<file path="src/design/lv_pkg.sv">
/* shared types and sizes for the lv die control core
   state codes 0..10 are fixed and codes 11..15 are unused */
package lv_pkg;

	//============================================================
	// sizes
	//============================================================
	localparam int STATE_W     = 4;          // control state code width
	localparam int EFUSE_WORDS = 4;          // trim words in the efuse macro
	localparam int EFUSE_AW    = 2;          // efuse word address width
	localparam int EFUSE_DW    = 9;          // data byte plus odd parity bit
	localparam int TRIM_BW     = 8;          // trim byte width

	//============================================================
	// control states
	//============================================================
	typedef enum logic [STATE_W-1:0] {
		POWER_DOWN_ST   = 4'd0,
		WAIT_ST         = 4'd1,
		TEST_ST         = 4'd2,
		NORMAL_ST       = 4'd3,
		FAILSAFE_ST     = 4'd4,
		OW_COMM_ERR_ST  = 4'd5,
		OW_WDG_FAULT_ST = 4'd6,
		FAULT_ST        = 4'd7,
		CFG_ST          = 4'd8,
		RST_ST          = 4'd9,
		BIST_ST         = 4'd10
	} lv_state_e;

	//============================================================
	// error strobes, fault classes, commands, enables
	//============================================================
	typedef struct packed {
		logic ow_com;       // one-wire protocol or crc error
		logic ow_wdg;       // one-wire lost ack
		logic spi;          // spi protocol or crc error
		logic crc_wdg;      // config register crc scan mismatch
		logic lv_pwm_dt;    // pwm dead time
		logic lv_pwm_mm;    // pwm mismatch
		logic lv_vsup_uv;
		logic lv_vsup_ov;
		logic hv_vcc_uv;
		logic hv_vcc_ov;
		logic hv_ot;        // hv over temperature
		logic hv_oc;        // hv over current
		logic hv_desat;
		logic hv_scp;       // hv short circuit
		logic fsafe_pin;    // failsafe request
	} lv_err_t;

	typedef struct packed {
		logic severe;       // hv power stage faults
		logic supply;       // supply, pwm, crc, spi and failsafe pin
		logic ow_wdg;
		logic ow_com;
	} lv_fault_cls_t;

	typedef struct packed {
		logic power_on;
		logic test_mode;
		logic normal_en;
		logic cfg_en;
		logic bist_en;
		logic sft_rst;      // software reset request
	} lv_cmd_t;

	typedef struct packed {
		logic pwm;
		logic crc_wdg;
		logic ow_wdg;
		logic spi;
		logic bist;
		logic cfg;
		logic ow_comm;
		logic fsafe;        // drive the hv side into failsafe
	} lv_ctrl_t;

	typedef struct packed {
		logic [EFUSE_WORDS-1:0][TRIM_BW-1:0] data;  // word 0 in the low byte
		logic                                ok;    // all words passed parity
	} lv_trim_t;

endpackage

</file>
<file path="src/design/lv_fault_collect.sv">
/* sticky error latch with class flags, cleared only by i_clr_faults
   i_fsenb_n is asynchronous and level sensitive, so it sees two extra cycles of sync delay */
`timescale 1ns/1ps

module lv_fault_collect (
	input  logic                  i_clk,
	input  logic                  i_rst_n,
	input  lv_pkg::lv_err_t       i_err,         // single cycle error strobes
	input  logic                  i_fsenb_n,     // failsafe pin, low active
	input  logic                  i_clr_faults,  // empties all sticky bits
	output lv_pkg::lv_fault_cls_t o_cls
);

	//============================================================
	// failsafe pin synchronizer
	//============================================================
	logic [1:0]            fsenb_sync;
	logic                  fsafe_lvl;
	lv_pkg::lv_err_t       err_in;
	lv_pkg::lv_err_t       sticky;
	lv_pkg::lv_fault_cls_t cls_d;

	always_ff @(posedge i_clk or negedge i_rst_n) begin
		if (!i_rst_n) begin
			fsenb_sync <= 2'b11;                   // pin released
		end else begin
			fsenb_sync <= {fsenb_sync[0], i_fsenb_n};
		end
	end

	assign fsafe_lvl = ~fsenb_sync[1];

	always_comb begin
		err_in           = i_err;
		err_in.fsafe_pin = i_err.fsafe_pin | fsafe_lvl;   // pin or strobe
	end

	//============================================================
	// sticky bits and class flags
	//============================================================
	// a new error wins over a clear in the same cycle
	always_ff @(posedge i_clk or negedge i_rst_n) begin
		if (!i_rst_n) begin
			sticky <= '0;
		end else if (i_clr_faults) begin
			sticky <= err_in;
		end else begin
			sticky <= sticky | err_in;
		end
	end

	always_comb begin
		cls_d.severe = sticky.hv_ot | sticky.hv_oc | sticky.hv_desat | sticky.hv_scp;
		cls_d.supply = sticky.lv_vsup_uv | sticky.lv_vsup_ov
		             | sticky.hv_vcc_uv  | sticky.hv_vcc_ov
		             | sticky.lv_pwm_dt  | sticky.lv_pwm_mm
		             | sticky.crc_wdg    | sticky.spi
		             | sticky.fsafe_pin;
		cls_d.ow_wdg = sticky.ow_wdg;
		cls_d.ow_com = sticky.ow_com;
	end

	// The classes drop together with the sticky bits, so the FSM
	// never sees a stale class once it is back in WAIT_ST.
	always_ff @(posedge i_clk or negedge i_rst_n) begin
		if (!i_rst_n) begin
			o_cls <= '0;
		end else if (i_clr_faults) begin
			o_cls <= '0;
		end else begin
			o_cls <= cls_d;
		end
	end

	//============================================================
	// checks
	//============================================================
	// classes stay low through the sticky stage after a clean clear
	a_clr_empties: assert property (
		@(posedge i_clk) disable iff (!i_rst_n)
		(i_clr_faults && (err_in == '0)) |=> (o_cls == '0) [*2]
	);

endmodule

</file>
<file path="src/design/lv_efuse_loader.sv">
/* reads EFUSE_WORDS trim words after each start, one read outstanding at a time
   i_efuse_vld at start skips the reads and keeps the stored bytes */
`timescale 1ns/1ps

module lv_efuse_loader (
	input  logic                          i_clk,
	input  logic                          i_rst_n,
	input  logic                          i_load_start,  // restarts a load at any time
	input  logic                          i_efuse_vld,   // trim already valid
	output logic                          o_rd_stb,
	output logic [lv_pkg::EFUSE_AW-1:0]   o_rd_addr,
	input  logic                          i_rd_vld,
	input  logic [lv_pkg::EFUSE_DW-1:0]   i_rd_data,     // parity in the msb
	output logic                          o_load_done,   // held until next start
	output lv_pkg::lv_trim_t              o_trim
);

	logic                                                busy;
	logic                                                skip;
	logic [lv_pkg::EFUSE_AW-1:0]                         word_idx;
	logic                                                word_ok;
	logic                                                last_word;
	logic                                                trim_ok;
	logic [lv_pkg::EFUSE_WORDS-1:0][lv_pkg::TRIM_BW-1:0] trim_data;

	assign word_ok   = ^i_rd_data;                     // odd parity over all 9 bits
	assign last_word = (word_idx == lv_pkg::EFUSE_AW'(lv_pkg::EFUSE_WORDS - 1));
	assign o_rd_addr = word_idx;

	//============================================================
	// read sequencer
	//============================================================
	always_ff @(posedge i_clk or negedge i_rst_n) begin
		if (!i_rst_n) begin
			busy        <= 1'b0;
			skip        <= 1'b0;
			word_idx    <= '0;
			o_rd_stb    <= 1'b0;
			o_load_done <= 1'b0;
			trim_ok     <= 1'b0;
		end else begin
			o_rd_stb <= 1'b0;
			skip     <= 1'b0;
			if (i_load_start) begin
				o_load_done <= 1'b0;
				word_idx    <= '0;
				trim_ok     <= 1'b1;
				busy        <= ~i_efuse_vld;
				skip        <= i_efuse_vld;
				o_rd_stb    <= ~i_efuse_vld;       // first read right away
			end else if (skip) begin
				o_load_done <= 1'b1;
			end else if (busy && i_rd_vld) begin
				trim_ok <= trim_ok & word_ok;
				if (last_word) begin
					busy        <= 1'b0;
					o_load_done <= 1'b1;
				end else begin
					word_idx <= word_idx + 1'b1;
					o_rd_stb <= 1'b1;              // next word after the answer
				end
			end
		end
	end

	always_ff @(posedge i_clk) begin
		if (!i_load_start && busy && i_rd_vld) begin
			trim_data[word_idx] <= i_rd_data[lv_pkg::TRIM_BW-1:0];
		end
	end

	assign o_trim.data = trim_data;
	assign o_trim.ok   = trim_ok;

	// each strobe waits for the macro answer of the one before
	a_one_outstanding: assert property (
		@(posedge i_clk) disable iff (!i_rst_n)
		o_rd_stb |=> (!o_rd_stb) until i_rd_vld
	);

endmodule

</file>
<file path="src/design/lv_ctrl_fsm.sv">
/* main state machine of the lv die, enables and o_int_n are registered from the state
   fault states are left only for a worse fault, sft_rst or power_on low */
`timescale 1ns/1ps

module lv_ctrl_fsm (
	input  logic                  i_clk,
	input  logic                  i_rst_n,
	input  lv_pkg::lv_cmd_t       i_cmd,         // command levels
	input  lv_pkg::lv_fault_cls_t i_cls,         // registered sticky classes
	input  logic                  i_load_done,
	output logic                  o_load_start,
	output logic                  o_clr_faults,
	output lv_pkg::lv_ctrl_t      o_ctrl,
	output logic                  o_int_n,       // low while in a fault state
	output lv_pkg::lv_state_e     o_state
);

	lv_pkg::lv_state_e cur_st;
	lv_pkg::lv_state_e nxt_st;
	logic [2:0]        cur_rank;
	lv_pkg::lv_ctrl_t  ctrl_d;
	logic              int_n_d;

	//============================================================
	// state register
	//============================================================
	always_ff @(posedge i_clk or negedge i_rst_n) begin
		if (!i_rst_n) begin
			cur_st <= lv_pkg::POWER_DOWN_ST;
		end else begin
			cur_st <= nxt_st;
		end
	end

	// fault severity of the current state, 0 outside the fault states
	always_comb begin
		case (cur_st)
			lv_pkg::FAULT_ST:        cur_rank = 3'd4;
			lv_pkg::FAILSAFE_ST:     cur_rank = 3'd3;
			lv_pkg::OW_WDG_FAULT_ST: cur_rank = 3'd2;
			lv_pkg::OW_COMM_ERR_ST:  cur_rank = 3'd1;
			default:                 cur_rank = 3'd0;
		endcase
	end

	//============================================================
	// next state
	//============================================================
	always_comb begin
		nxt_st = cur_st;
		if (!i_cmd.power_on) begin
			nxt_st = lv_pkg::POWER_DOWN_ST;
		end else if (cur_st == lv_pkg::POWER_DOWN_ST || cur_st == lv_pkg::RST_ST) begin
			nxt_st = lv_pkg::WAIT_ST;
		end else if (i_cmd.sft_rst) begin
			nxt_st = lv_pkg::RST_ST;
		end else if (i_cls.severe) begin
			nxt_st = lv_pkg::FAULT_ST;
		end else if (i_cls.supply && cur_rank < 3'd3) begin
			nxt_st = lv_pkg::FAILSAFE_ST;
		end else if (i_cls.ow_wdg && cur_rank < 3'd2) begin
			nxt_st = lv_pkg::OW_WDG_FAULT_ST;
		end else if (i_cls.ow_com && cur_rank < 3'd1) begin
			nxt_st = lv_pkg::OW_COMM_ERR_ST;
		end else begin
			case (cur_st)
				lv_pkg::WAIT_ST: begin
					if (i_load_done) begin             // trim loaded first
						if (i_cmd.test_mode) begin
							nxt_st = lv_pkg::TEST_ST;
						end else if (i_cmd.cfg_en) begin
							nxt_st = lv_pkg::CFG_ST;
						end else if (i_cmd.normal_en) begin
							nxt_st = lv_pkg::NORMAL_ST;
						end
					end
				end
				lv_pkg::TEST_ST: begin
					if (!i_cmd.test_mode) begin
						nxt_st = lv_pkg::WAIT_ST;
					end
				end
				lv_pkg::CFG_ST: begin
					if (!i_cmd.cfg_en) begin
						nxt_st = lv_pkg::WAIT_ST;
					end
				end
				lv_pkg::NORMAL_ST: begin
					if (i_cmd.bist_en) begin
						nxt_st = lv_pkg::BIST_ST;
					end else if (i_cmd.cfg_en) begin
						nxt_st = lv_pkg::CFG_ST;
					end
				end
				lv_pkg::BIST_ST: begin
					if (!i_cmd.bist_en) begin
						nxt_st = lv_pkg::NORMAL_ST;
					end
				end
				lv_pkg::FAULT_ST, lv_pkg::FAILSAFE_ST,
				lv_pkg::OW_WDG_FAULT_ST, lv_pkg::OW_COMM_ERR_ST: begin
					nxt_st = cur_st;                   // latched until sft_rst
				end
				default: begin
					nxt_st = lv_pkg::POWER_DOWN_ST;    // unused codes
				end
			endcase
		end
	end

	// load starts on the same edge that enters WAIT_ST, so done is low there
	assign o_load_start = (cur_st == lv_pkg::POWER_DOWN_ST || cur_st == lv_pkg::RST_ST)
	                    && (nxt_st == lv_pkg::WAIT_ST);
	assign o_clr_faults = (cur_st == lv_pkg::RST_ST);
	assign o_state      = cur_st;

	//============================================================
	// output decode
	//============================================================
	always_comb begin
		ctrl_d  = '0;
		int_n_d = 1'b1;
		case (cur_st)
			lv_pkg::WAIT_ST: begin
				ctrl_d.spi     = 1'b1;
				ctrl_d.ow_comm = 1'b1;
			end
			lv_pkg::TEST_ST, lv_pkg::CFG_ST: begin
				ctrl_d.spi     = 1'b1;
				ctrl_d.ow_comm = 1'b1;
				ctrl_d.cfg     = 1'b1;
			end
			lv_pkg::NORMAL_ST: begin
				ctrl_d.pwm     = 1'b1;
				ctrl_d.crc_wdg = 1'b1;
				ctrl_d.ow_wdg  = 1'b1;
				ctrl_d.spi     = 1'b1;
				ctrl_d.ow_comm = 1'b1;
			end
			lv_pkg::BIST_ST: begin
				ctrl_d.spi     = 1'b1;
				ctrl_d.ow_comm = 1'b1;
				ctrl_d.bist    = 1'b1;
			end
			lv_pkg::FAULT_ST, lv_pkg::FAILSAFE_ST: begin
				ctrl_d.spi     = 1'b1;
				ctrl_d.ow_comm = 1'b1;
				ctrl_d.fsafe   = 1'b1;
				int_n_d        = 1'b0;
			end
			lv_pkg::OW_COMM_ERR_ST, lv_pkg::OW_WDG_FAULT_ST: begin
				ctrl_d.spi     = 1'b1;                 // one-wire link is down
				ctrl_d.fsafe   = 1'b1;
				int_n_d        = 1'b0;
			end
			default: begin
				ctrl_d  = '0;                          // power down and reset
				int_n_d = 1'b1;
			end
		endcase
	end

	always_ff @(posedge i_clk or negedge i_rst_n) begin
		if (!i_rst_n) begin
			o_ctrl  <= '0;
			o_int_n <= 1'b1;
		end else begin
			o_ctrl  <= ctrl_d;
			o_int_n <= int_n_d;
		end
	end

	// pwm must never run while the hv side is held in failsafe
	a_pwm_fsafe: assert property (
		@(posedge i_clk) disable iff (!i_rst_n)
		!(o_ctrl.pwm && o_ctrl.fsafe)
	);

endmodule

</file>
<file path="src/design/lv_core.sv">
/* control core of the lv die, bus logic and the efuse macro sit outside
   all strobes are single cycle and nothing applies back-pressure */
`timescale 1ns/1ps

module lv_core (
	input  logic                        i_clk,
	input  logic                        i_rst_n,
	input  lv_pkg::lv_cmd_t             i_cmd,
	input  lv_pkg::lv_err_t             i_err,
	input  logic                        i_fsenb_n,     // failsafe pin, low active
	input  logic                        i_efuse_vld,
	output logic                        o_rd_stb,      // efuse macro read
	output logic [lv_pkg::EFUSE_AW-1:0] o_rd_addr,
	input  logic                        i_rd_vld,
	input  logic [lv_pkg::EFUSE_DW-1:0] i_rd_data,
	output lv_pkg::lv_trim_t            o_trim,
	output lv_pkg::lv_ctrl_t            o_ctrl,
	output logic                        o_int_n,
	output lv_pkg::lv_state_e           o_state
);

	lv_pkg::lv_fault_cls_t cls;
	logic                  clr_faults;
	logic                  load_start;
	logic                  load_done;

	//============================================================
	// blocks
	//============================================================
	lv_fault_collect u_fault_collect (
		.i_clk        (i_clk),
		.i_rst_n      (i_rst_n),
		.i_err        (i_err),
		.i_fsenb_n    (i_fsenb_n),
		.i_clr_faults (clr_faults),
		.o_cls        (cls)
	);

	lv_efuse_loader u_efuse_loader (
		.i_clk        (i_clk),
		.i_rst_n      (i_rst_n),
		.i_load_start (load_start),
		.i_efuse_vld  (i_efuse_vld),
		.o_rd_stb     (o_rd_stb),
		.o_rd_addr    (o_rd_addr),
		.i_rd_vld     (i_rd_vld),
		.i_rd_data    (i_rd_data),
		.o_load_done  (load_done),
		.o_trim       (o_trim)
	);

	lv_ctrl_fsm u_ctrl_fsm (
		.i_clk        (i_clk),
		.i_rst_n      (i_rst_n),
		.i_cmd        (i_cmd),
		.i_cls        (cls),
		.i_load_done  (load_done),
		.o_load_start (load_start),
		.o_clr_faults (clr_faults),
		.o_ctrl       (o_ctrl),
		.o_int_n      (o_int_n),
		.o_state      (o_state)
	);

endmodule

</file>
<file path="config.mk">
export PLATFORM = sky130hd
export DESIGN_NAME = lv_core
export DESIGN_NICKNAME = d
export VERILOG_FILES = /design/src/design/lv_pkg.sv /design/src/design/lv_fault_collect.sv /design/src/design/lv_efuse_loader.sv /design/src/design/lv_ctrl_fsm.sv /design/src/design/lv_core.sv
export SDC_FILE = /design/constraint.sdc
export NUM_CORES = 1
export LEC_CHECK = 0
export BUFFER_PORTS_ARGS = -buffer_cell sky130_fd_sc_hd__buf_2
export CAP_MARGIN = 20
export CORE_MARGIN = 2
export CORE_UTILIZATION = 51
export CTS_CLUSTER_SIZE = 14
export DETAILED_ROUTE_END_ITERATION = 10
export PLACE_DENSITY = 0.79
export REMOVE_ABC_BUFFERS = 1
export SYNTH_ARGS = -nofsm -noshare
export SYNTH_HDL_FRONTEND = slang
export SYNTH_SLANG_ARGS = --single-unit
</file>
<file path="constraint.sdc">
create_clock -name i_clk -period 2.7 [get_ports i_clk]
set_clock_uncertainty 0.1 [all_clocks]
set_input_delay 0.405 -clock i_clk [delete_from_list [all_inputs] [get_ports i_clk]]
set_output_delay 0.405 -clock i_clk [all_outputs]
set_load 0.01 [all_outputs]
</file>
**After elaboration in Yosys (flattened, before gate mapping)**

Cells that the tools add are included.

- Flip-flop bits (word level): 73
- Logic and storage cells: 150

- Add/sub/neg operators: 1
- Magnitude comparators: 5
- Equal/unequal tests: 14
- Multiplexer cells: 50
- Bitwise gates (word level): 16
- Reductions and logical operators: 24

Operator list:

| cell | count |
|---|---|
| $mux W4 | 17 |
| $bwmux W32 | 1 |
| $pmux W4 S6 | 1 |
| $mux W1 | 22 |
| $demux W8 S2 | 1 |
| $eq A4 B3 Y1 const B | 4 |
| $mux W15 | 1 |
| $or A15 B15 Y15 | 1 |
| $eq A4 B4 Y1 const B | 3 |
| $or A1 B1 Y1 | 12 |
| $pmux W3 S4 | 1 |
| $reduce_or A9 Y1 | 1 |
| $reduce_xor A9 Y1 | 1 |
| $eq A4 B1 Y1 const B | 2 |
| $eq A4 B2 Y1 const B | 2 |
| $logic_and A1 B1 Y1 | 8 |
| $mux W2 | 4 |
| $mux W8 | 1 |
| $reduce_or A7 Y1 | 1 |
| $lt A3 B2 Y1 const B | 2 |
| $reduce_and A3 Y1 | 2 |
| $reduce_bool A3 Y1 | 2 |
| $logic_not A4 Y1 | 1 |
| $ne A2 B1 Y1 const B | 2 |
| other kinds (14) | 17 |

**Longest topological paths before layout**

Gate-level depths: netlist of the first run.

- Depth after elaboration: 17
- Depth in mapped cells: 7
- Mapped depth without buffers: 6

**Hierarchy**

A second synthesis of the first run with hierarchy kept.

- Cells, all modules: 210
- Area, all modules: 2867.8 sq um

By module, submodules not included:

| module | instances | cells each | area each (sq um) | seq. area each (sq um) |
|---|---|---|---|---|
| lv_efuse_loader | 1 | 79 | 1415.1 | 1136.1 |
| lv_ctrl_fsm | 1 | 84 | 750.7 | 276.5 |
| lv_fault_collect | 1 | 47 | 701.9 | 528.0 |

**Worst setup path before layout of the first run**

OpenSTA, ideal clock, no wires.

- Path type: register to register
- From: register u_ctrl_fsm.cur_st[3], in the netlist u_ctrl_fsm.o_state[3]
- To: register u_efuse_loader.trim_data (netlist bit u_efuse_loader.o_trim[25]), enable pin
- Data arrival time: 1718 ps
- Data required time: 2217 ps
- Slack: 499 ps
- Cell stages (with the launch flop): 6
- Period minus slack after synthesis: 2201 ps
- Cell sequence: dfrtp_1 > buf_2 > xor2_1 > nor3_4 > and2_1 > nor3_1

- Word-level cells in the longest chain between the ends: 17
- Elaborated cells on any way between the ends: 42
- Classes of those cells: order compare (3); eq/ne (11); mux (18); reduce/logical (10)

Ends and longest elaborated chain:

| element | RTL line | RTL |
|---|---|---|
| start: declaration | lv_ctrl_fsm.sv:18 | `lv_pkg::lv_state_e cur_st;` |
| start signal: assignment | lv_ctrl_fsm.sv:29 | `cur_st <= lv_pkg::POWER_DOWN_ST;` |
| start signal: assignment | lv_ctrl_fsm.sv:31 | `cur_st <= nxt_st;` |
| parallel branches: the longest is 13 deep, another holds $lt A3 B1 Y1 | -- |  |
| $logic_and A1 B1 Y1 (*) | lv_ctrl_fsm.sv:113 | `&& (nxt_st == lv_pkg::WAIT_ST);` |
| $logic_not A1 Y1 (*) | lv_efuse_loader.sv:67 | `if (!i_load_start && busy && i_rd_vld) begin` |
| $logic_and A1 B1 Y1 (*) (2 in a row) | lv_efuse_loader.sv:67 |  |
| end signal: indexed assignment | lv_efuse_loader.sv:68 | `trim_data[word_idx] <= i_rd_data[lv_pkg::TRIM_BW-1:0];` |
| end: declaration | lv_efuse_loader.sv:24 | `logic [lv_pkg::EFUSE_WORDS-1:0][lv_pkg::TRIM_BW-1:0] trim_data;` |

Mark *: on every way between the ends.
A chain may end at the register's enable or synchronous reset.

**Final worst setup path of the first run**

- From: register u_ctrl_fsm.cur_st[0], in the netlist u_ctrl_fsm.o_state[0]
- To: register u_efuse_loader.trim_data (netlist bit u_efuse_loader.o_trim[23]), enable pin

Same word-level chain as after synthesis.

==> impl_metrics.tcl, run 1 <==
set metrics [dict create \
    period_minus_slack_ns 2.21 \
    syn_avg_cell_area_sq_um 13.9 \
    rsz_0062_raised_after_global_routing "no" \
    vias 1945 \
    total_power_w 0.00253 \
    timing.critical_path.arrival_ns 2.11 \
    num_io_pins 84 \
    diodes_inserted 0 \
    cts_root_buf "clkbuf_8" \
    drt.antenna.violating_nets 0 \
    cts_hold_repair.buffers 0 \
    cp_data_required_time_ns 2.59 \
    grt_first_pass_wirelength_um 8740 \
    grt_start_max_net_pins 40 \
    synth.yosys.seq_area_share 0.664 \
    synth.distinct_cells 54 \
    io_buffers 83 \
    power_leakage_nw 1.50 \
    die_area_sq_mm 0.00636 \
    initial_utilization 0.531 \
    htreeDepth 3 \
    drv.max_cap_violation_count 0 \
    tightestPinTransition_ns 0.843 \
    layout.nets 333 \
    synth_top_cell_area_share 0.329 \
    dp_hpwl_um 3850 \
    detail_route.iter0.violations 173 \
    initial_antenna_violation_count 0 \
    grt-ovfl-total 0 \
    result_of_the_run "finished clean" \
    postSynth.asyncResetShare 0.549 \
    reg2reg_from "u_ctrl_fsm.o_state[0]" \
    irDropWorstVdd_v 0.000420 \
    yosys_most_used_dff "dfrtp_1" \
    timing.setup.critical_path_class "reg2reg" \
    crit_path_start_kind "register" \
    detail_route.first_pass.iterations 4 \
    postSynthCellCount 210 \
    via_per_inst 5.24 \
    timing.final.max_slew_violations 0 \
    power.density_cell_area_mw_per_mm2 711 \
    wirelength_um 5550 \
    layout.area.seq_sq_mm 0.00194 \
    slew-limit-headroom 0.438 \
    ys_ff_latch 71 \
    timing.rr.end "u_efuse_loader.o_trim[23]" \
    r2r_slack_ns 0.49 \
    cts_tree "done" \
    fp.dieH_um 79.7 \
    ys_warn_count 0 \
    synth.most_common_cell "dfrtp_1" \
    path_clk_slew_ns 0.08 \
    worst_r2r_path_depth 4 \
    top_area_cells_in_the_synthesized_netlist "edfxtp_1, dfrtp_1, a21o_1" \
    drive_gt1_frac 0.375 \
    area.growth.synth_to_final_pct 21.5 \
    grt.total_usage 0.185 \
    post_cts_resize_count 0 \
    die-width_um 79.7 \
    clock_buffer_count_from_cts 9 \
    number_of_synthesized_flops_with_an_enable_pin 32 \
    cts.sink_count 71 \
    clock_latency_ns 0.34 \
    max_freq_mhz 452 \
    gpl.final_weighted_congestion 0.858 \
    placed_cells_incl_taps 355 \
    yosysTopAreaCell "edfxtp_1" \
    setup-violations-final 0 \
    layout.cells.non_filler 371 \
    floorplan.rows 27 \
    drt-wirelength-per-cell_um 15.0 \
    drt_drc_violations_left 0 \
    post-route-period-util 0.820 \
    kind_of_capture_point_of_the_worst_setup_path "register" \
    first_global_vias 1832 \
    filler_cell_count 402 \
    core_sq_mm 0.00551 \
    min_path_type "in2async" \
    hold_violations 0 \
    synthesis.area_sq_mm 0.00292 \
    critPathMaxFanout 17 \
    post-cts-setup-buffers 0 \
    synth_top_cells_by_count "dfrtp_1, edfxtp_1, a21o_1, nor2_1, a21oi_1" \
    max-clock-path-buffers 2 \
    multi_input_comb_area_sq_um 866 \
    total_negative_setup_slack_ns 0 \
]
[metal layers]
metal  GRT usage  vias to the layer above  routed length, um
met5           0                        -                  0
met4      0.0655                        0                 53
met2       0.297                       85               2770
li1            -                      929                  -
met3      0.0554                        4                386
met1       0.239                      927               2340
[how the worst max path moves through the flow]
stage               cells after the start                        end                  start
floorplan                               4  u_efuse_loader.o_trim[25]  u_ctrl_fsm.o_state[3]
global placement                        4   u_efuse_loader.o_trim[3]  u_ctrl_fsm.o_state[0]
detailed placement                      4   u_efuse_loader.o_trim[6]  u_ctrl_fsm.o_state[0]
CTS                                     4   u_efuse_loader.o_trim[1]  u_ctrl_fsm.o_state[0]
global route                            4   u_efuse_loader.o_trim[4]  u_ctrl_fsm.o_state[0]
finish                                  4  u_efuse_loader.o_trim[23]  u_ctrl_fsm.o_state[0]
[sequential cells by signal, indices dropped and copies added (netlist names)]
name,count
u_ctrl_fsm.o_state,4
u_fault_collect.sticky,13
u_efuse_loader.skip,1
u_efuse_loader.trim_ok,1
u_fault_collect.o_cls,4
u_fault_collect.fsenb_sync,2
u_efuse_loader.o_trim,32
u_efuse_loader.o_rd_stb,1
u_fault_collect.cls_d,2
u_efuse_loader.o_rd_addr,2
u_ctrl_fsm.o_int_n,1
u_efuse_loader.busy,1
u_ctrl_fsm.o_ctrl,6
u_efuse_loader.o_load_done,1
[cells by family (layout without fill, tap and decap cells)]
group,after synthesis,after routing,share of synthesized area
compound gates,49,49,0.125
mux,1,1,0.00342
simple gates,56,56,0.116
xor+xnor,10,10,0.0347
flops,71,71,0.664
fa+ha+maj,4,4,0.0171
buf+inv,19,108,0.0402
[worst max-delay path: stages, from the launching register on]
cell,delay [ns]
dfrtp_1,0.68
xor2_1,0.33
nor3_4,0.09
nand2_1,0.22
and3_1,0.45
[layout make-up]
class                      count  area share
inverter                       7     0.00810
sequential                    71       0.546
clock buffer                   9      0.0349
clock inverter                 7      0.0204
multi-input combinational    120       0.244
tap                           72      0.0254
timing repair buffer          85       0.121
[where the power goes]
part / switching (W) / internal (W)
sequential: 0.0000770 / 0.00123
clock: 0.000395 / 0.000428
combinational: 0.000223 / 0.000170
total: 0.000695 / 0.00183
[stage by stage]
step | utilization | instance area (sq um) | setup WS [ns] | hold WS (ns)
3_3_place_gp | 0.609 | 3360 | 0.590 | 0.246
3_5_place_dp | 0.609 | 3360 | 0.503 | 0.251
5_1_grt | 0.645 | 3550 | 0.289 | 0.0538
2_1_floorplan | - | 2840 | 0.340 | 0.00941
6_report | 0.645 | 3550 | 0.487 | 0.0679
4_1_cts | 0.645 | 3550 | 0.466 | 0.0558
[placed cells by master, fill, tap and decap left out, types with 6 or more instances in the layout]
| cell | count |
|---|---|
| a21o_1 | 12 |
| a21oi_1 | 9 |
| and3_1 | 6 |
| buf_2 | 83 |
| clkbuf_8 | 9 |
| dfrtp_1 | 36 |
| edfxtp_1 | 32 |
| inv_1 | 6 |
| nand2_1 | 8 |
| nor2_1 | 12 |
| nor3_1 | 7 |
| xnor2_1 | 7 |
(Power assumes the default switching activity.)
==> run 2: changes to the inputs <==
Clock period 2.7 ns to 2.2 ns, I/O delays scaled along.
==> run 2 against run 1 <==
Compared with the run above:
- combinational power is 30% higher
- routed wire length is 2.5% higher
- hold slack worse by 0.073 ns
- first-iteration DRC count is 0.58% higher
- clock-buffer cell count is 1 higher
- die area stayed put
- via count is 1.7% higher
- largest cell class unchanged
- the run now ends with negative hold slack left
- cell count is 1.1% higher
==> impl_metrics.tcl, run 2 (same netlist as run 1, synthesis figures left out) <==
set metrics [dict create \
    layout.cells.non_filler 375 \
    drt-wirelength-per-cell_um 15.2 \
    layout_common_cells "buf_2, dfrtp_1, edfxtp_1" \
    grt-ovfl-total 0 \
    drv.max_cap_violation_count 0 \
    via_per_inst 5.28 \
    gpl.final_weighted_congestion 0.823 \
    fp.dieH_um 79.7 \
    worst_r2r_path_depth 4 \
    detail_route.first_pass.iterations 4 \
    max_freq_mhz 534 \
    largest_register_ff_count 32 \
    area.growth.synth_to_final_pct 21.5 \
    filler_cell_count 423 \
    result_of_the_run "complete, but fails checks" \
    power_leakage_nw 1.51 \
    placed_cells_incl_taps 358 \
    fin_worst_hold_slack_ns -0.00549 \
    timing.critical_path.arrival_ns 1.77 \
    worst_path_largest_cell_delay_ns 0.44 \
    slew-limit-headroom 0.440 \
    grt_start_max_net_pins 40 \
    cts.sink_count 71 \
    worstSetupStartpoint "u_ctrl_fsm.o_state[0]" \
    power.density_cell_area_mw_per_mm2 839 \
    rsz_0062_raised_after_global_routing "no" \
    comb_power_share 0.171 \
    drt_drc_violations_left 0 \
    core_sq_mm 0.00551 \
    critical-path-slowest-cell "and3_1" \
    wirelength_um 5690 \
    num_io_pins 84 \
    sequentialPowerShare 0.536 \
    kind_of_capture_point_of_the_worst_setup_path "register" \
    dp_hpwl_um 3960 \
    irDropWorstVdd_v 0.000520 \
    timing.setup.critical_path_class "reg2reg" \
    grt_first_pass_wirelength_um 9180 \
    diodes_inserted 0 \
    period_minus_slack_ns 1.87 \
    switching_power_w 0.000844 \
    timing.critical_path.to "u_efuse_loader.o_trim[8]" \
    path_clk_slew_ns 0.08 \
    clockPowerShare 0.293 \
    clock_latency_ns 0.34 \
    cts_root_buf "clkbuf_8" \
    crit_family "simple AND/OR/NAND/NOR gates" \
    most_frequent_standard_cell_in_the_layout_excluding_fill_and_tap_cells "buf_2" \
    vias 1979 \
    switching_share 0.283 \
    floorplan.rows 27 \
    initial_antenna_violation_count 0 \
    reg2reg_from "u_ctrl_fsm.o_state[0]" \
    die_area_sq_mm 0.00636 \
    crit_path_cell_trace "xor2_1 -> nor3_4 -> nand2_1 -> and3_1" \
    path_depth 4 \
    first_global_vias 1855 \
    io_buffers 83 \
    post-cts-setup-buffers 0 \
    post_cts_resize_count 0 \
    grt.total_usage 0.195 \
    hold_violations 8 \
    failing_checks "negative hold slack" \
    crit_path_start_kind "register" \
    tightestPinTransition_ns 0.840 \
    max-clock-path-buffers 2 \
    cts_tree "done" \
    critPathMaxFanout 8 \
    drt.antenna.violating_nets 0 \
    initial_utilization 0.531 \
    timing.critical_path.buf_inv 0 \
    clock_buffer_count_from_cts 9 \
    power.internal_w 0.00214 \
    timing.final.max_slew_violations 0 \
    total_power_w 0.00298 \
    r2r_slack_ns 0.33 \
    setup-violations-final 0 \
    layout.nets 337 \
    htreeDepth 3 \
    detail_route.iter0.violations 174 \
    post-route-period-util 0.851 \
    min_path_type "in2async" \
    timing.rr.end "u_efuse_loader.o_trim[8]" \
    cp_data_required_time_ns 2.10 \
    drive_gt1_frac 0.376 \
    cts_hold_repair.buffers 1 \
    die-width_um 79.7 \
]
[run 2: changes by cell type in the layout (fill, tap and decap cells not counted), sizes merged]
cell,before,now
clkinv,4,3
buf,85,88
clkinvlp,1,2
clkbuf,9,10
dlygate4sd3,0,1
bufinv,1,0
[run 2: final cells by class]
class	count	area, sq um	share of cell area
sequential	71	1940	0.546
multi-input combinational	120	866	0.244
timing repair buffer	89	463	0.130
clock buffer	10	128	0.0359
tap	72	90.1	0.0254
clock inverter	6	37.5	0.0106
inverter	7	28.8	0.00810
[run 2: how the worst min path moves through the flow]
| stage | depth (start not counted) | slack, ns | from | to |
|---|---|---|---|---|
| floorplan | 0 | -0.07 | i_rst_n | u_ctrl_fsm.o_ctrl[0] |
| global placement | 0 | 0.25 | u_fault_collect.fsenb_sync[0] | u_fault_collect.fsenb_sync[1] |
| detailed placement | 0 | 0.25 | u_fault_collect.fsenb_sync[0] | u_fault_collect.fsenb_sync[1] |
| CTS | 1 | 0.02 | i_rst_n | u_fault_collect.sticky[3] |
| global route | 1 | 0.07 | i_rst_n | u_fault_collect.sticky[2] |
| finish | 1 | -0.005 | i_rst_n | u_fault_collect.sticky[3] |
[run 2: metal layers]
layer | up-vias | part of all wire | global-route usage | wire [um]
met3 | 8 | 0.075 | 0.0498 | 426
met2 | 85 | 0.48 | 0.301 | 2730
met1 | 946 | 0.43 | 0.265 | 2440
met4 | 0 | 0.016 | 0.0776 | 93
met5 | - | 0 | 0 | 0
li1 | 940 | - | - | -
[run 2: stage by stage]
stage                     TNS, ns  setup WS [ns]  cell area (sq um)  utilization
after floorplan             -1.28         -0.160               2840            -
after global placement          0          0.417               3380        0.613
after detailed placement        0          0.345               3380        0.613
after CTS                       0          0.328               3550        0.645
after global routing            0          0.227               3550        0.645
final                           0          0.328               3550        0.645
[run 2: power by group through the flow]
| stage | Clock, W | Combinational (W) | Sequential, W |
|---|---|---|---|
| after CTS | 0.000901 | 0.000514 | 0.00160 |
| after global placement | 0 | 0.000488 | 0.00162 |
| after global routing | 0.000964 | 0.000571 | 0.00161 |
| final | 0.000875 | 0.000509 | 0.00160 |
| after detailed placement | 0 | 0.000502 | 0.00162 |
| after floorplan | 0 | 0.000243 | 0.00166 |
==> run 3: changes to the inputs <==
Settings changed: PLACE_DENSITY 0.79 to default, PLACE_DENSITY_LB_ADDON from default to 0.3.
==> run 3 against run 2 <==
Compared with the run above:
- the flow still finishes with violations (negative hold slack)
- die area did not move
- utilization barely moved
- sequential power barely moved
- non-clock buffer count fell by 1
- global-route usage fell by 1.1 points
- critical endpoint is now u_efuse_loader.o_trim[5]
- combinational power fell by 3%
- first-iteration DRC count fell by 25%
- register-to-register slack got worse by 0.07 ns
- largest power group unchanged
- final area barely moved
==> impl_metrics.tcl, run 3 (same netlist as run 1, synthesis figures left out) <==
set metrics [dict create \
    core_sq_mm 0.00551 \
    irDropWorstVdd_v 0.000428 \
    detail_route.first_pass.iterations 4 \
    cts_tree "done" \
    crit_path_cell_trace "nor3_4 -> nand2_1 -> and3_1" \
    setup-violations-final 0 \
    grt_first_pass_wirelength_um 8620 \
    most_frequent_standard_cell_in_the_layout_excluding_fill_and_tap_cells "buf_2" \
    diodes_inserted 0 \
    finish.instance_area_sq_mm 0.00355 \
    cts_hold_repair.buffers 1 \
    worst_r2r_path_depth 3 \
    multi_input_comb_area_sq_um 866 \
    min_path_type "in2async" \
    first_global_vias 1846 \
    io_buffers 83 \
    largest_register_ff_count 32 \
    grt.total_usage 0.184 \
    layout_common_cells "buf_2, dfrtp_1, edfxtp_1" \
    period_minus_slack_ns 1.95 \
    failing_checks "negative hold slack" \
    drv.max_cap_violation_count 0 \
    die_area_sq_mm 0.00636 \
    timing.setup.critical_path_class "reg2reg" \
    cp_data_required_time_ns 2.09 \
    drt_drc_violations_left 0 \
    max-clock-path-buffers 2 \
    layout.nets 336 \
    r2r_slack_ns 0.25 \
    critPathMaxFanout 18 \
    max_freq_mhz 514 \
    rsz_0062_raised_after_global_routing "no" \
    total_negative_setup_slack_ns 0 \
    kind_of_capture_point_of_the_worst_setup_path "register" \
    timing.rr.end "u_efuse_loader.o_trim[5]" \
    clock_buffer_count_from_cts 9 \
    fin_worst_hold_slack_ns -0.00399 \
    tightestPinTransition_ns 0.837 \
    num_io_pins 84 \
    drive_gt1_frac 0.377 \
    critical-path-slowest-cell "dfrtp_1" \
    post-route-period-util 0.884 \
    dp_hpwl_um 3980 \
    filler_cell_count 441 \
    power.density_cell_area_mw_per_mm2 841 \
    initial_antenna_violation_count 0 \
    timing.final.max_slew_violations 0 \
    result_of_the_run "complete, but fails checks" \
    path_clk_slew_ns 0.08 \
    post_dp_cell_area_sq_mm 0.00337 \
    layout.area.seq_sq_mm 0.00194 \
    worst_path_largest_cell_delay_ns 0.74 \
    grt_start_max_net_pins 40 \
    timing.critical_path.arrival_ns 1.84 \
    vias 1939 \
    grt-ovfl-total 0 \
    area.growth.synth_to_final_pct 21.5 \
    worstSetupStartpoint "u_ctrl_fsm.o_state[2]" \
    reg2reg_from "u_ctrl_fsm.o_state[2]" \
    fin_util 0.645 \
    cts_root_buf "clkbuf_8" \
    gpl.final_weighted_congestion 0.793 \
    clock_latency_ns 0.33 \
    drt.antenna.violating_nets 0 \
    fp.dieH_um 79.7 \
    via_per_inst 5.18 \
    post_cts_resize_count 0 \
    total_power_w 0.00299 \
    crit_path_start_kind "register" \
    floorplan.rows 27 \
    slew-limit-headroom 0.442 \
    detail_route.iter0.violations 131 \
    power_leakage_nw 1.51 \
    die-width_um 79.7 \
    post-cts-setup-buffers 0 \
    hold_violations 3 \
    initial_utilization 0.531 \
    wirelength_um 5470 \
    htreeDepth 3 \
    cts.sink_count 71 \
    drt-wirelength-per-cell_um 14.6 \
]
==> run 3: changes by cell type in the layout (fill, tap and decap cells not counted) <==
cell and delta:
inv_6 +1, clkinv_1 -1, clkinv_4 +1, clkinvlp_4 -1, buf_4 -1
==> run 3: area by class of cell <==
type                    instances  share of cell area
repair buffers                 88               0.128
clock inverters                 6              0.0123
multi-input cells             120               0.244
flip-flops and latches         71               0.546
well taps                      72              0.0254
inverters                       7             0.00810
clock buffers                  10              0.0359
==> run 3: layer usage <==
layer / wire length, um / track usage / up-vias
met2: 2520 / 0.264 / 65
met1: 2520 / 0.255 / 930
met3: 363 / 0.0475 / 5
li1: - / - / 939
met5: 0 / 0 / -
met4: 68 / 0.102 / 0
==> run 3: worst max-delay path by stage <==
stage,endpoint,slack (ns),cells after the start
final,u_efuse_loader.o_trim[5],0.25,3
after global routing,u_efuse_loader.o_trim[8],0.11,3
after CTS,u_efuse_loader.o_trim[5],0.24,3
after detailed placement,u_efuse_loader.o_trim[8],0.25,3
after global placement,u_efuse_loader.o_trim[5],0.34,3
after floorplan,u_efuse_loader.o_trim[25],-0.16,4
==> run 3: report_power, final <==
| part | internal (W) | leakage, nW | switching [W] |
|---|---|---|---|
| combinational | 0.000214 | 0.711 | 0.000280 |
| clock | 0.000415 | 0.0870 | 0.000482 |
| sequential | 0.00151 | 0.711 | 0.0000839 |
| total | 0.00214 | 1.51 | 0.000846 |
==> run 3: stage by stage <==
step,instances,worst slack (ns)
2_1_floorplan,198,-0.160
3_3_place_gp,357,0.343
3_5_place_dp,357,0.250
4_1_cts,374,0.238
5_1_grt,374,0.105
6_report,374,0.254
==> run 3: critical path: cells and delay by family (launching register included) <==
| kind | cells | cell delay (ns) |
|---|---|---|
| DFF | 1 | 0.74 |
| and+or+nand+nor | 3 | 0.76 |
